$ cat config.mk
export PLATFORM = sky130hd
export DESIGN_NAME = pcFetch
export DESIGN_NICKNAME = d
export VERILOG_FILES = /design/src/design/cpuPkg.sv /design/src/design/branchIf.sv /design/src/design/archState.sv /design/src/design/claAdder16.sv /design/src/design/instrDecode.sv /design/src/design/pcControl.sv /design/src/design/pcFetch.sv
export SDC_FILE = /design/constraint.sdc
export NUM_CORES = 1
export LEC_CHECK = 0
export BUFFER_PORTS_ARGS = -buffer_cell sky130_fd_sc_hd__buf_2
export CAP_MARGIN = 10
export CORE_MARGIN = 10
export CORE_UTILIZATION = 52
export DETAILED_ROUTE_END_ITERATION = 8
export GPL_ROUTABILITY_DRIVEN = 0
export PLACE_DENSITY = 0.87
export SYNTH_ARGS = -nofsm -noshare
export SYNTH_HDL_FRONTEND = slang
export SYNTH_SLANG_ARGS = --single-unit
$ cat constraint.sdc
create_clock -name clk -period 3.8 [get_ports clk]
set_clock_uncertainty 0.05 [all_clocks]
set_input_delay 0.38 -clock clk [delete_from_list [all_inputs] [get_ports clk]]
set_output_delay 0.38 -clock clk [all_outputs]
set_load 0.1 [all_outputs]
$ cat src/design/cpuPkg.sv
`default_nettype none

package cpuPkg;

  ////////////////////////////////////////////////////////////////////////////
  // Datapath widths
  ////////////////////////////////////////////////////////////////////////////
  typedef logic [15:0]        addrT;    // Byte address of an instruction
  typedef logic [15:0]        dataT;    // Register file word
  typedef logic [15:0]        instrT;   // Raw instruction word
  typedef logic signed [8:0]  offsetT;  // Branch offset in words
  typedef logic [3:0]         regIdxT;  // Register number
  typedef logic [2:0]         flagT;    // Z, V, N

  // Instructions are one 16-bit word, so 2 bytes apart
  localparam addrT instrStep = 16'h0002;

  // Flag bit positions
  localparam int flagZ = 2;
  localparam int flagV = 1;
  localparam int flagN = 0;

  ////////////////////////////////////////////////////////////////////////////
  // Encodings
  ////////////////////////////////////////////////////////////////////////////
  // Only the control flow opcodes, all others fall through to PC+2
  typedef enum logic [3:0] {
    opBranch    = 4'b1100,  // B ccc, offset
    opBranchReg = 4'b1101,  // BR ccc, rs
    opHalt      = 4'b1111   // Stop fetching
  } opcodeT;

  typedef enum logic [2:0] {
    condNe     = 3'b000,  // Z clear
    condEq     = 3'b001,  // Z set
    condGt     = 3'b010,  // Z and N clear
    condLt     = 3'b011,  // N set
    condGe     = 3'b100,  // Z set or N clear
    condLe     = 3'b101,  // Z or N set
    condOv     = 3'b110,  // V set
    condAlways = 3'b111   // Unconditional
  } condT;

endpackage

`default_nettype wire

$ cat src/design/branchIf.sv
`timescale 1ns/1ps
`default_nettype none

// Decoded branch request, decoder to next-address logic
interface branchIf;
  import cpuPkg::*;

  condT   cond;       // Condition field
  offsetT offset;     // Signed word offset
  logic   branch;     // Either branch form
  logic   branchReg;  // Register form only
  dataT   rsData;     // Register value, supplied from outside the decoder

  modport decoder (
    output cond,
    output offset,
    output branch,
    output branchReg
  );

  modport target (
    input cond,
    input offset,
    input branch,
    input branchReg,
    input rsData
  );

endinterface

`default_nettype wire

$ cat src/design/archState.sv
`timescale 1ns/1ps
`default_nettype none

module archState #(
  parameter cpuPkg::addrT resetVector = '0  // Must be even
) (
  input  wire               clk,
  input  wire               arstN,
  input  wire cpuPkg::addrT pcNext,
  input  wire               halt,      // Halt opcode in the current word
  input  wire cpuPkg::flagT flagsIn,
  input  wire cpuPkg::flagT flagWrEn,  // One enable per flag
  output cpuPkg::addrT      pc,
  output cpuPkg::flagT      flags,
  output logic              halted
);

  ////////////////////////////////////////////////////////////////////////////
  // Program counter
  ////////////////////////////////////////////////////////////////////////////
  always_ff @(posedge clk or negedge arstN) begin
    if (!arstN) begin
      pc <= resetVector;
    end else if (!(halt || halted)) begin
      pc <= pcNext;  // Halt holds pc at its own address
    end
  end

  // Only the enabled flag bits take the new value
  always_ff @(posedge clk or negedge arstN) begin
    if (!arstN) begin
      flags <= '0;
    end else begin
      flags <= (flagsIn & flagWrEn) | (flags & ~flagWrEn);
    end
  end

  // Sticky until the next reset
  always_ff @(posedge clk or negedge arstN) begin
    if (!arstN) begin
      halted <= 1'b0;
    end else if (halt) begin
      halted <= 1'b1;
    end
  end

  ////////////////////////////////////////////////////////////////////////////
  // Checks
  ////////////////////////////////////////////////////////////////////////////
  haltedSticky: assert property (@(posedge clk) disable iff (!arstN)
    halted |=> halted)
    else $error("archState halted fell without reset");

endmodule

`default_nettype wire

$ cat src/design/claAdder16.sv
`timescale 1ns/1ps
`default_nettype none

module claAdder16 (
  input  wire cpuPkg::addrT a,
  input  wire cpuPkg::addrT b,
  output cpuPkg::addrT      sum,
  output logic              carryOut
);
  import cpuPkg::*;

  addrT       gen;       // Bit generate
  addrT       prop;      // Bit propagate
  addrT       bitCarry;  // Carry into each bit
  logic [3:0] grpGen;    // Group generate, one per nibble
  logic [3:0] grpProp;   // Group propagate
  logic [4:0] grpCarry;  // Carry into each group, [4] is the carry out

  always_comb begin
    gen  = a & b;
    prop = a ^ b;

    ////////////////////////////////////////////////////////////////////////////
    // First level, per nibble
    ////////////////////////////////////////////////////////////////////////////
    for (int k = 0; k < 4; k++) begin
      grpProp[k] = &prop[4*k +: 4];  // All four bits pass a carry
      grpGen[k]  = gen[4*k+3]
                 | (prop[4*k+3] & gen[4*k+2])
                 | (prop[4*k+3] & prop[4*k+2] & gen[4*k+1])
                 | (prop[4*k+3] & prop[4*k+2] & prop[4*k+1] & gen[4*k]);
    end

    ////////////////////////////////////////////////////////////////////////////
    // Second level, across the four groups
    ////////////////////////////////////////////////////////////////////////////
    grpCarry[0] = 1'b0;  // No carry in
    grpCarry[1] = grpGen[0];
    grpCarry[2] = grpGen[1] | (grpProp[1] & grpGen[0]);
    grpCarry[3] = grpGen[2] | (grpProp[2] & grpGen[1])
                | (grpProp[2] & grpProp[1] & grpGen[0]);
    grpCarry[4] = grpGen[3] | (grpProp[3] & grpGen[2])
                | (grpProp[3] & grpProp[2] & grpGen[1])
                | (grpProp[3] & grpProp[2] & grpProp[1] & grpGen[0]);

    // Bit carries inside each group, from its group carry
    for (int k = 0; k < 4; k++) begin
      bitCarry[4*k]   = grpCarry[k];
      bitCarry[4*k+1] = gen[4*k] | (prop[4*k] & grpCarry[k]);
      bitCarry[4*k+2] = gen[4*k+1] | (prop[4*k+1] & gen[4*k])
                      | (prop[4*k+1] & prop[4*k] & grpCarry[k]);
      bitCarry[4*k+3] = gen[4*k+2] | (prop[4*k+2] & gen[4*k+1])
                      | (prop[4*k+2] & prop[4*k+1] & gen[4*k])
                      | (prop[4*k+2] & prop[4*k+1] & prop[4*k] & grpCarry[k]);
    end

    sum      = prop ^ bitCarry;  // Wraps past 16 bits
    carryOut = grpCarry[4];

    // Both lookahead levels together must match a plain add
    assert ({carryOut, sum} == ({1'b0, a} + {1'b0, b}))
      else $error("claAdder16 %h + %h gave %b_%h", a, b, carryOut, sum);
  end

endmodule

`default_nettype wire

$ cat src/design/instrDecode.sv
`timescale 1ns/1ps
`default_nettype none

module instrDecode (
  input  wire cpuPkg::instrT instr,
  output cpuPkg::regIdxT     rsIdx,
  output logic               halt,
  branchIf.decoder           br
);
  import cpuPkg::*;

  opcodeT opcode;  // Top nibble of the word

  always_comb begin
    ////////////////////////////////////////////////////////////////////////////
    // Field extraction
    ////////////////////////////////////////////////////////////////////////////
    opcode    = opcodeT'(instr[15:12]);
    br.cond   = condT'(instr[11:9]);
    br.offset = offsetT'(instr[8:0]);  // Only meaningful for B
    rsIdx     = instr[7:4];            // Only meaningful for BR

    // Default is a plain instruction, PC+2
    br.branch    = 1'b0;
    br.branchReg = 1'b0;
    halt         = 1'b0;

    case (opcode)
      opBranch: begin
        br.branch = 1'b1;
      end
      opBranchReg: begin
        br.branch    = 1'b1;  // Shares the condition check with B
        br.branchReg = 1'b1;
      end
      opHalt: begin
        halt = 1'b1;
      end
      default: begin
        // ALU, memory and others, no control flow change
      end
    endcase

    // A halt must never also move the pc elsewhere
    assert (!(halt && br.branch))
      else $error("instrDecode halt and branch both raised for %h", instr);
  end

endmodule

`default_nettype wire

$ cat src/design/pcControl.sv
`timescale 1ns/1ps
`default_nettype none

module pcControl (
  input  wire cpuPkg::addrT pc,
  input  wire cpuPkg::flagT flags,
  branchIf.target           br,
  output cpuPkg::addrT      pcNext
);
  import cpuPkg::*;

  addrT pcPlus2;       // Sequential address
  addrT offsetBytes;   // Word offset as a byte offset
  addrT branchTarget;  // PC+2 plus offset
  logic condTrue;      // Condition holds on current flags

  // Sign extend and shift left by one
  assign offsetBytes = {{6{br.offset[8]}}, br.offset, 1'b0};

  claAdder16 seqAdder (
    .a        (pc),
    .b        (instrStep),
    .sum      (pcPlus2),
    .carryOut ()          // Wraparound intended
  );

  claAdder16 branchAdder (
    .a        (pcPlus2),
    .b        (offsetBytes),
    .sum      (branchTarget),
    .carryOut ()
  );

  ////////////////////////////////////////////////////////////////////////////
  // Condition evaluation
  ////////////////////////////////////////////////////////////////////////////
  always_comb begin
    unique case (br.cond)
      condNe:     condTrue = ~flags[flagZ];
      condEq:     condTrue = flags[flagZ];
      condGt:     condTrue = ~flags[flagZ] & ~flags[flagN];
      condLt:     condTrue = flags[flagN];
      condGe:     condTrue = flags[flagZ] | ~flags[flagN];
      condLe:     condTrue = flags[flagZ] | flags[flagN];
      condOv:     condTrue = flags[flagV];
      condAlways: condTrue = 1'b1;
    endcase
  end

  // Taken BR goes to the register, taken B to the target
  assign pcNext = (br.branch && condTrue) ? (br.branchReg ? br.rsData : branchTarget)
                                          : pcPlus2;

endmodule

`default_nettype wire

$ cat src/design/pcFetch.sv
`timescale 1ns/1ps
`default_nettype none

module pcFetch #(
  parameter cpuPkg::addrT resetVector = '0
) (
  input  wire                 clk,
  input  wire                 arstN,
  input  wire cpuPkg::instrT  instr,     // Word at the current pc
  output cpuPkg::addrT        pc,
  output cpuPkg::regIdxT      rsIdx,     // To the register file
  input  wire cpuPkg::dataT   rsData,    // Same cycle read data
  input  wire cpuPkg::flagT   flagsIn,   // From the ALU
  input  wire cpuPkg::flagT   flagWrEn,
  output logic                halted
);
  import cpuPkg::*;

  addrT pcNext;  // Next address, purely combinational
  flagT flags;   // Flags as of the last edge
  logic halt;    // Decoded halt level

  branchIf br ();

  // Register value enters the branch bundle here
  assign br.rsData = rsData;

  ////////////////////////////////////////////////////////////////////////////
  // Decode and next address
  ////////////////////////////////////////////////////////////////////////////
  instrDecode uDecode (
    .instr (instr),
    .rsIdx (rsIdx),
    .halt  (halt),
    .br    (br.decoder)
  );

  pcControl uPcControl (
    .pc     (pc),
    .flags  (flags),
    .br     (br.target),
    .pcNext (pcNext)
  );

  ////////////////////////////////////////////////////////////////////////////
  // Architectural state
  ////////////////////////////////////////////////////////////////////////////
  archState #(
    .resetVector (resetVector)
  ) uState (
    .clk      (clk),
    .arstN    (arstN),
    .pcNext   (pcNext),
    .halt     (halt),
    .flagsIn  (flagsIn),
    .flagWrEn (flagWrEn),
    .pc       (pc),
    .flags    (flags),
    .halted   (halted)
  );

endmodule

`default_nettype wire

* Yosys cells after proc, flatten, opt, wreduce, memory -nomap -nowiden *
Cells that the tools add are included.

word-level totals
  logic and storage cells = 148
  output and inout bits = 21
  flip-flop bits (word level) = 20

cells by class
  equal/unequal tests = 10
  multiplexer cells = 6
  bitwise gates (word level) = 121
  reduce and logical (&&, ||, !) cells = 8

operator list
  kind                number
  $and 1x1->1         75
  $xor 16x16->16      3
  $or 1x1->1          35
  $mux 16             2
  $reduce_and 4->1    4
  $and 15x15->15      1
  $eq 3x3->1 const B  4
  $eq 4x4->1 const B  3
  $pmux 1 s8          1
  $and 3x3->3         2
  $eq 3x2->1 const B  2
  $eq 3x1->1 const B  1
  $logic_not 3->1     1
  $mux 1              3
  $not 1->1           3
  $not 3->3           1
  $or 3x3->3          1
  $reduce_or 2->1     1
  $logic_and 1x1->1   1
  $logic_or 1x1->1    1

* Longest topological paths before layout *
Gate-level depths: netlist of the first run.

  depth after elaboration = 18
  depth in mapped cells = 17
  mapped depth without buffers = 16

* By module *
From an unflattened synthesis of the first run, not the netlist that was laid out.

unflattened totals
  cell total of the unflattened synthesis = 255
  area total of the unflattened synthesis = 2,763.9 um^2

by module, submodules not included
  module       sequential area each (um^2)  cells each  instances  area each (um^2)
  claAdder16   0.0                          74          2          664.4
  archState    500.5                        42          1          783.3
  pcControl    0.0                          46          1          501.7
  instrDecode  0.0                          19          1          150.1

* Least setup slack after synthesis of the first run *
Ideal clock, no wire load.

  path kind = register to register
  from = reg uState.pc[5]
  to = reg uState.pc[13]
  stages on the path, launching flop included = 15
  path buffers = 1
  clock period less this slack = 4.008 ns
  data arrival time = 3.833 ns
  setup slack = -0.208 ns
  cells stage by stage = dfrtp_1 -> buf_4 -> nand4_1 -> or4b_4 -> xnor2_1 -> ha_1 -> nand2_1 -> o21ai_0 -> nor2_1 -> fa_1 -> xor2_1 -> nand2_1 -> o21ai_0 -> a21oi_1 -> o22a_1

between the ends
  cells in the longest elaborated chain, start to end = 17
  elaborated cells on any way between the ends = 44
  those cells by class = 2 x mux; 39 x bitwise; 3 x reduce/logical

RTL lines
  what                                       line                                                  text
  from (decl)                                archState.sv:13                                       output cpuPkg::addrT pc,
  from (signal assigned)                     archState.sv:23                                       pc <= resetVector;
  from (signal assigned)                     archState.sv:25                                       pc <= pcNext;
  $and 1x1->1 (3 in series)                  claAdder16.sv:54                                      | (prop[4*k+2] & prop[4*k+1] & prop[4*k] & grpCarry[k]);
  $xor 16x16->16 *                           claAdder16.sv:57                                      sum = prop ^ bitCarry;
  $xor 16x16->16                             claAdder16.sv:21                                      prop = a ^ b;
  $and 1x1->1 (on tied branches)             claAdder16.sv:29, claAdder16.sv:30, claAdder16.sv:31
  $or 1x1->1 (tied with other cells)         claAdder16.sv:29                                      | (prop[4*k+3] & gen[4*k+2])
  $or 1x1->1 or $and 1x1->1 (tied branches)  claAdder16.sv:30, claAdder16.sv:31
  $or 1x1->1                                 claAdder16.sv:31                                      | (prop[4*k+3] & prop[4*k+2] & prop[4*k+1] & gen[4*k]);
  $and 1x1->1                                claAdder16.sv:40                                      grpCarry[3] = grpGen[2] | (grpProp[2] & grpGen[1])
  $or 1x1->1                                 claAdder16.sv:40
  $or 1x1->1                                 claAdder16.sv:41                                      | (grpProp[2] & grpProp[1] & grpGen[0]);
  $and 1x1->1                                claAdder16.sv:49                                      bitCarry[4*k+1] = gen[4*k] | (prop[4*k] & grpCarry[k]);
  $or 1x1->1                                 claAdder16.sv:49
  $xor 16x16->16                             claAdder16.sv:57
  $mux 16                                    pcControl.sv:51                                       assign pcNext = (br.branch && condTrue) ? (br.branchReg ? br.rsData : branchTarget)
  $mux 16 *                                  pcControl.sv:51

Mark *: on every way between the ends. The rest lies on a longest branch, timed or not.
A chain may end at the register's enable or synchronous reset.

* Worst setup path in the final report of the first run *
  from = reg uState.pc[2]
  to = reg uState.pc[13]

between the ends
  cells in the longest elaborated chain, start to end = 17
  elaborated cells on any way between the ends = 51
  those cells by class = 2 x mux; 47 x bitwise; 2 x reduce/logical

RTL lines
  what                                       line                                                  text
  $and 1x1->1                                n/a
  $and 1x1->1                                claAdder16.sv:30                                      | (prop[4*k+3] & prop[4*k+2] & gen[4*k+1])
  $and 1x1->1 (on tied branches)             claAdder16.sv:39, claAdder16.sv:51, claAdder16.sv:54
  $and 1x1->1 (tied with other cells)        claAdder16.sv:54
  $xor 16x16->16 *                           claAdder16.sv:57
  $xor 16x16->16 (tied with other cells)     claAdder16.sv:21
  $and 1x1->1 (tied with other cells)        claAdder16.sv:29
  $or 1x1->1 (tied with other cells)         claAdder16.sv:29
  $or 1x1->1 (tied with other cells)         claAdder16.sv:30
  $or 1x1->1 or $and 1x1->1 (tied branches)  claAdder16.sv:31, claAdder16.sv:40
  $or 1x1->1                                 claAdder16.sv:40
  $or 1x1->1                                 claAdder16.sv:41
  $and 1x1->1                                claAdder16.sv:49
  $or 1x1->1                                 claAdder16.sv:49
  $xor 16x16->16                             claAdder16.sv:57
  $mux 16                                    pcControl.sv:51
  $mux 16 *                                  pcControl.sv:51

Marks and branches as above.

==> results of run 1 <==
## worst register-to-register path, delay by kind of cell (launching register included)
family                   cells  cell delay [ns]
buffers and inverters        1             0.09
flip-flops                   1             0.44
AO/OA/AOI/OAI                6             1.16
XOR/XNOR                     2             0.29
adder cells (fa/ha/maj)      3             0.94
AND/OR/NAND/NOR              4             0.41
## where the power goes
part	internal (mW)	switching [mW]
Clock	0.0749	0.0777
Combinational	0.486	1.16
Sequential	0.305	0.122
## placed cells by master (no fill, tap or decap), drive strengths merged, types with 2 or more instances in the layout
cell and instances:
xor2 10, a2111oi 2, nand2b 6, a31oi 3
nor4 2, nand3b 2, a211oi 2, nand2 26
clkbuf 4, mux2 5, o21ai 24, and2 3
o211ai 4, o2111ai 2, xnor2 8, mux2i 2
or3 2, inv 16, o211a 2, nor2 28
buf 64, fa 4, nor4b 3, dfrtp 20
o22a 5, a22oi 2, nor3 3, a21oi 19
nand4 2, nand3 9, ha 18, a21o 4
## stage by stage
| stage | power (mW) | instances | setup WS [ns] | util, % | hold slack [ns] |
|---|---|---|---|---|---|
| 2_1_floorplan | 1.763 | 260 | 0.09975 | - | 0.03441 |
| 3_3_place_gp | 2.012 | 361 | 0.4501 | 61.59 | 0.3145 |
| 3_5_place_dp | 2.069 | 361 | 0.3373 | 61.59 | 0.3212 |
| 4_1_cts | 2.226 | 365 | 0.3134 | 62.73 | 0.02805 |
| 5_1_grt | 2.397 | 365 | 0.02067 | 62.73 | 0.04066 |
| 6_report | 2.222 | 365 | 0.2962 | 62.73 | 0.006035 |
## layer usage
metal  track usage [%]  vias to the layer above  wire, µm
li1                  -                     1034         -
met1             19.07                     1009      2353
met2             27.39                       87      2871
met3             4.492                       11       517
met4             3.501                        0        75
met5                 0                        -         0
## final cells by class
| cell class | count | area [µm²] |
|---|---|---|
| Clock buffer | 4 | 45.04 |
| Fill cell | 354 | 1480 |
| Inverter | 17 | 63.81 |
| Multi-Input combinational cell | 210 | 1476 |
| Sequential cell | 20 | 513.0 |
| Tap cell | 50 | 62.56 |
| Timing Repair Buffer | 64 | 330.3 |
## logic make-up (layout without fill, tap and decap cells)
kind of cell	Yosys count	in the layout	synth area share, %
buf+inv	30	85	6.473
fa+ha+maj	22	22	14.49
mux	7	7	3.622
flops	20	20	23.75
xor+xnor	19	19	8.551
simple gates	89	89	21.20
compound gates	73	73	21.91
## path summary, 6_finish.rpt
| path | startpoint | endpoint | slack, ns |
|---|---|---|---|
| max | uState.pc[2] | uState.pc[13] | 0.30 |
| max reg2reg | uState.pc[2] | uState.pc[13] | 0.30 |
| max in group asynchronous | arstN | uState.pc[3] | 3.32 |
| min in group clk | flagsIn[0] | flop | 0.30 |
| min | arstN | uState.pc[5] | 0.006 |
| min reg2reg | flop | flop | 0.46 |
## timing repair
| item | 4_1_cts | 5_1_grt |
|---|---|---|
| gates resized for setup | 0 | 1 |
| buffers inserted | 0 | 0 |
| endpoints found under the setup margin | 0 | 1 |
==> implementation parameters, run 1 <==
Parameter                              Value

Outcome
  Status    finished clean

Yosys
  Primary FF master, synth    dfrtp_1
  Most instantiated cells after synthesis    nor2_1, nand2_1, o21ai_0
  Largest cells by area after synthesis    dfrtp_1, ha_1, o21ai_0
  Number of enable flip-flop cells after synthesis    0
  Count leader, synth    nor2_1
  Synth Instances    260
  Yosys top cell area share    23.75%
  Number of synthesis warnings    0
  Synthesized cell area    2107 µm²
  Synth Area per Inst    between 8 and 9 µm²
  Async S/R FF share, synth    100.0%
  Post-synth net total    around 320
  Sequential-to-total area share from yosys stat    23.75%
  Yosys reg bits    20
  Post-synth top area cell    dfrtp_1
  Distinct cell type count of the synthesized netlist    45

Clock network
  Number of clock sinks    20
  Quantity of hold-fixing buffers added after cts    0
  Clock tree from TritonCTS    yes
  Bufs on Longest Clock Path    2
  Clk pin slew, worst setup/hold paths    0.09 ns
  Worst-Skew Late Latency    0.27 ns
  # H-tree levels    1
  CTS root buffer    clkbuf_8
  TritonCTS Buffers    3

Worst setup path
  CP max-delay cell    o21ai_0
  Worst endpoint data arrival time    3.60 ns
  Kind of start point of the critical path    flop
  Critical path fanouts, max    6
  Cell family with most CP delay    compound AO/OA/AOI/OAI gates
  Cells traversed along the worst timing path    nand3_2, inv_1, ha_1, xor2_1, ha_1, o211ai_1, o21ai_0, a21oi_1, nor2_1, nor2_1, fa_1, xor2_1, nand2_1, o21ai_0, a21oi_1, o22a_1
  Crit path required time    3.90 ns
  Cell count along the critical path    16
  Path type of the worst setup path    reg -> reg
  Nature of the critical path endpoint    flop
  Combined buffer and inverter count along the critical path    1
  R2R depth    16
  Slowest Stage Delay on Critical Path    0.45 ns

STA
  Final-report max-slew violation count    0
  Number of failing hold endpoints at the final stage    0
  Maximum clock frequency    approximately 290 MHz
  Transition at the pin with the smallest max-transition slack    1.124 ns
  Sum of negative setup slack    0 ns
  Setup repair after global routing missed its margin    false
  Endpoints failing setup    0
  Tcrit/Tclk final    92.20%
  Time the final worst path needs with I/O delays and setup    3.504 ns
  Worst rel slew slack    24.79%

Global route
  Pin count of the biggest net entering global routing    26
  Antenna violations before repair    0
  Overflow left after global routing    0
  Global router's overall resource usage    15.93%
  Global-route wire length before repair    9.687 mm
  Vias in the first global route    2119

Floorplanning
  Die area    ~7000 µm²
  Initial core utilization    53.06%
  Die span in x    83.66 µm
  Count of pins on the block boundary    slightly above 60
  # rows    23
  Vertical extent of the die    83.66 µm
  Core Footprint    3971 µm²

Final layout
  Fraction of layout instances using a drive strength above 1    28.25%
  Finished layout cell area    approximately 2500 µm²
  Synth-to-Final Area Change    18.23%
  Post-layout net count    378
  Antenna diode count    0

Pwr
  Max VDD drop    361.2 µV
  Static Leak    1.160 nW
  PwrDens    between 800 and 900 nW/µm²

Route
  Remaining DRCs    0
  Antenna violation net count after detailed routing    0
  Final wirelength    5.817 mm
  Average wire per standard cell    around 16 µm
  Average via count per standard cell    5.866
  Routed via count    approximately 2100
  1st-pass router iterations    4
  Drt first-iter violations    99

Flow run
  Number of violations of the max-capacitance limit    0

Place
  Total placed instance area    ~2400 µm²
  Port bufs    60
  Post-DP HPWL    around 4.6 mm

Min path
  Classification of the worst-slack hold path    in -> async
No activity file was read; power rests on OpenSTA's default activity.
==> run 2: changes to the inputs <==
- PLACE_DENSITY: 0.87 -> 0.84
- SYNTH_HIERARCHICAL: unset -> 1
==> implementation parameters, run 2 <==
Parameter                              Value

Final layout
  Post-layout net count    450 (+19%)
  Highest-count cells in the layout ignoring fill and taps    buf_2, buf_4, mux2_4, ha_1, mux2_2
  Synth-to-Final Area Change    39.84%
  Antenna diode count    0 (unchanged)
  Filler cell count in the final layout    341 (-3.7%)
  Fraction of layout instances using a drive strength above 1    62.60% (+34 points)
  Most common cell after layout, fill and taps aside    buf_2

Global route
  Global-route wire length before repair    12.34 mm (+27%)
  Vias in the first global route    2671 (+26%)
  Pin count of the biggest net entering global routing    21 (-19%)
  Global router's overall resource usage    17.24% (+1.3 points)
  Overflow left after global routing    0 (unchanged)
  Antenna violations before repair    0 (unchanged)

STA
  Final WS setup    -0.2617 ns (-0.5579 ns)
  Final-report max-slew violation count    0 (unchanged)
  Number of failing hold endpoints at the final stage    0 (unchanged)
  Tcrit/Tclk final    106.9% (+15 points)
  Setup repair after global routing missed its margin    true
  Time the final worst path needs with I/O delays and setup    4.062 ns (+0.5579 ns)
  Transition at the pin with the smallest max-transition slack    0.9533 ns (-0.1708 ns)
  Endpoints failing setup    7 (+7)
  Worst rel slew slack    36.40% (+12 points)
  Maximum clock frequency    246.2 MHz (-14%)

Yosys
  Synthesized cell area    2741 µm² (+30%)
  Number of synthesis warnings    6 (+6)
  Synth Instances    251 (-3.5%)
  Synth Area per Inst    10.92 µm² (+35%)

Clock network
  TritonCTS Buffers    3 (unchanged)
  Bufs on Longest Clock Path    2 (unchanged)
  Number of clock sinks    20 (unchanged)
  # H-tree levels    1 (unchanged)
  Clock tree from TritonCTS    yes
  Worst-Skew Late Latency    0.26 ns (about the same)
  Clk pin slew, worst setup/hold paths    0.08 ns (about the same)
  Quantity of hold-fixing buffers added after cts    0 (unchanged)
  CTS root buffer    clkbuf_8

Outcome
  Status    complete, but fails checks
  Violated checks    setup timing

Floorplanning
  Initial core utilization    53.67% (+0.62 points)
  # rows    26 (+13%)
  Core Footprint    5107 µm² (+29%)
  Die span in x    92.61 µm (+11%)
  Count of pins on the block boundary    61 (unchanged)
  Die area    8576 µm² (+23%)
  Vertical extent of the die    92.61 µm (+11%)

Route
  Final wirelength    8.095 mm (+39%)
  Antenna violation net count after detailed routing    0 (unchanged)
  Routed via count    2408 (+12%)
  Average via count per standard cell    5.485 (-6.5%)
  Remaining DRCs    0 (unchanged)
  Drt first-iter violations    108 (+9.1%)
  Average wire per standard cell    18.44 µm (+16%)
  1st-pass router iterations    5 (+1)

Worst setup path
  CP max-delay cell    dfrtp_4
  Critical path fanouts, max    3 (-3)
  R2R depth    16 (unchanged)
  Nature of the critical path endpoint    flop
  Combined buffer and inverter count along the critical path    0 (-1)
  Reg-to-reg critical path endpoint    uState/pc[15]
  Worst reg2reg setup slack    -0.26 ns (-0.56 ns)
  Cell type with the highest occurrence count on the critical path    mux2_4
  Kind of start point of the critical path    flop
  Cell family with most CP delay    adder cells
  Slowest Stage Delay on Critical Path    0.50 ns (+0.05 ns)
  Crit path required time    3.90 ns (about the same)
  Cell count along the critical path    16 (unchanged)
  Crit Reg-Reg Startpoint    uState/pc[2]
  Worst endpoint data arrival time    4.16 ns (+0.56 ns)
  Cells traversed along the worst timing path    ha_4, a21oi_4, o21a_4, o21ai_4, nor3_2, nor2_1, fa_2, xor2_2, ha_1, a21o_2, or3_4, o31ai_4, xnor2_1, mux2_4, mux2_4, mux2_4
  Path type of the worst setup path    reg -> reg

Place
  Post-DP HPWL    5.677 mm (+23%)
  Port bufs    60 (unchanged)
  Worst slack at placement    -0.3210 ns (-0.6583 ns)

Min path
  Classification of the worst-slack hold path    in -> async

Flow run
  Number of violations of the max-capacitance limit    0 (unchanged)
==> run 2: timing repair <==
item,CTS,global route
hold endpoints to repair,0,0
pin swaps,17,17
setup endpoints to repair,8,9
buffers inserted,6,3
resized for setup,18,21
==> run 2: worst max path at each step <==
stage	start	endpoint	slack [ns]
floorplan	uState/pc[2]	uState/pc[13]	-0.28
global placement	uState/pc[2]	uState/pc[13]	-0.19
detailed placement	uState/pc[2]	uState/pc[13]	-0.32
CTS	uState/pc[2]	uState/pc[13]	-0.19
global route	uState/pc[2]	uState/pc[15]	-0.37
finish	uState/pc[2]	uState/pc[15]	-0.26
==> run 2: final cells by class <==
type	count	area, µm²	share of cell area [%]
repair buffers	115	724.4	18.90
flip-flops and latches	20	524.3	13.67
multi-input cells	222	2412	62.92
clock buffers	4	55.05	1.436
inverters	8	30.03	0.7833
well taps	70	87.58	2.285
==> run 2: worst reg2reg max path, stage by stage, from the launching register on <==
cell and delay (ns):
dfrtp_4 0.50, ha_4 0.24, a21oi_4 0.14, o21a_4 0.18
o21ai_4 0.08, nor3_2 0.11, nor2_1 0.08, fa_2 0.38
xor2_2 0.20, ha_1 0.33, a21o_2 0.22, or3_4 0.36
o31ai_4 0.22, xnor2_1 0.09, mux2_4 0.26, mux2_4 0.25
mux2_4 0.25
==> run 2: per-stage QoR <==
stage                     std cells  util [%]  cell area, µm²  TNS [ns]  hold WS [ns]
after floorplan                 270         -            2917   -0.6182       0.03441
after global placement          427     68.50            3498   -0.7385        0.3096
after detailed placement        427     68.50            3498    -1.536        0.3118
after CTS                       437     72.15            3685   -0.8603       0.02997
after global routing            439     75.06            3834    -1.985       0.04592
final                           439     75.06            3834    -1.244       0.01309
==> run 2: routing by layer <==
| layer | vias to the layer above | share of wire [%] | global-route usage, % |
|---|---|---|---|
| met2 | 97 | 52 | 31.82 |
| met4 | 0 | 2.2 | 6.298 |
| met3 | 24 | 6.2 | 4.116 |
| met1 | 1146 | 40 | 18.60 |
| li1 | 1141 | - | - |
| met5 | - | 0 | 0 |
Power of run 2 is not shown: default switching activity piles up to over one toggle a cycle in this logic, so the estimate is an artifact.
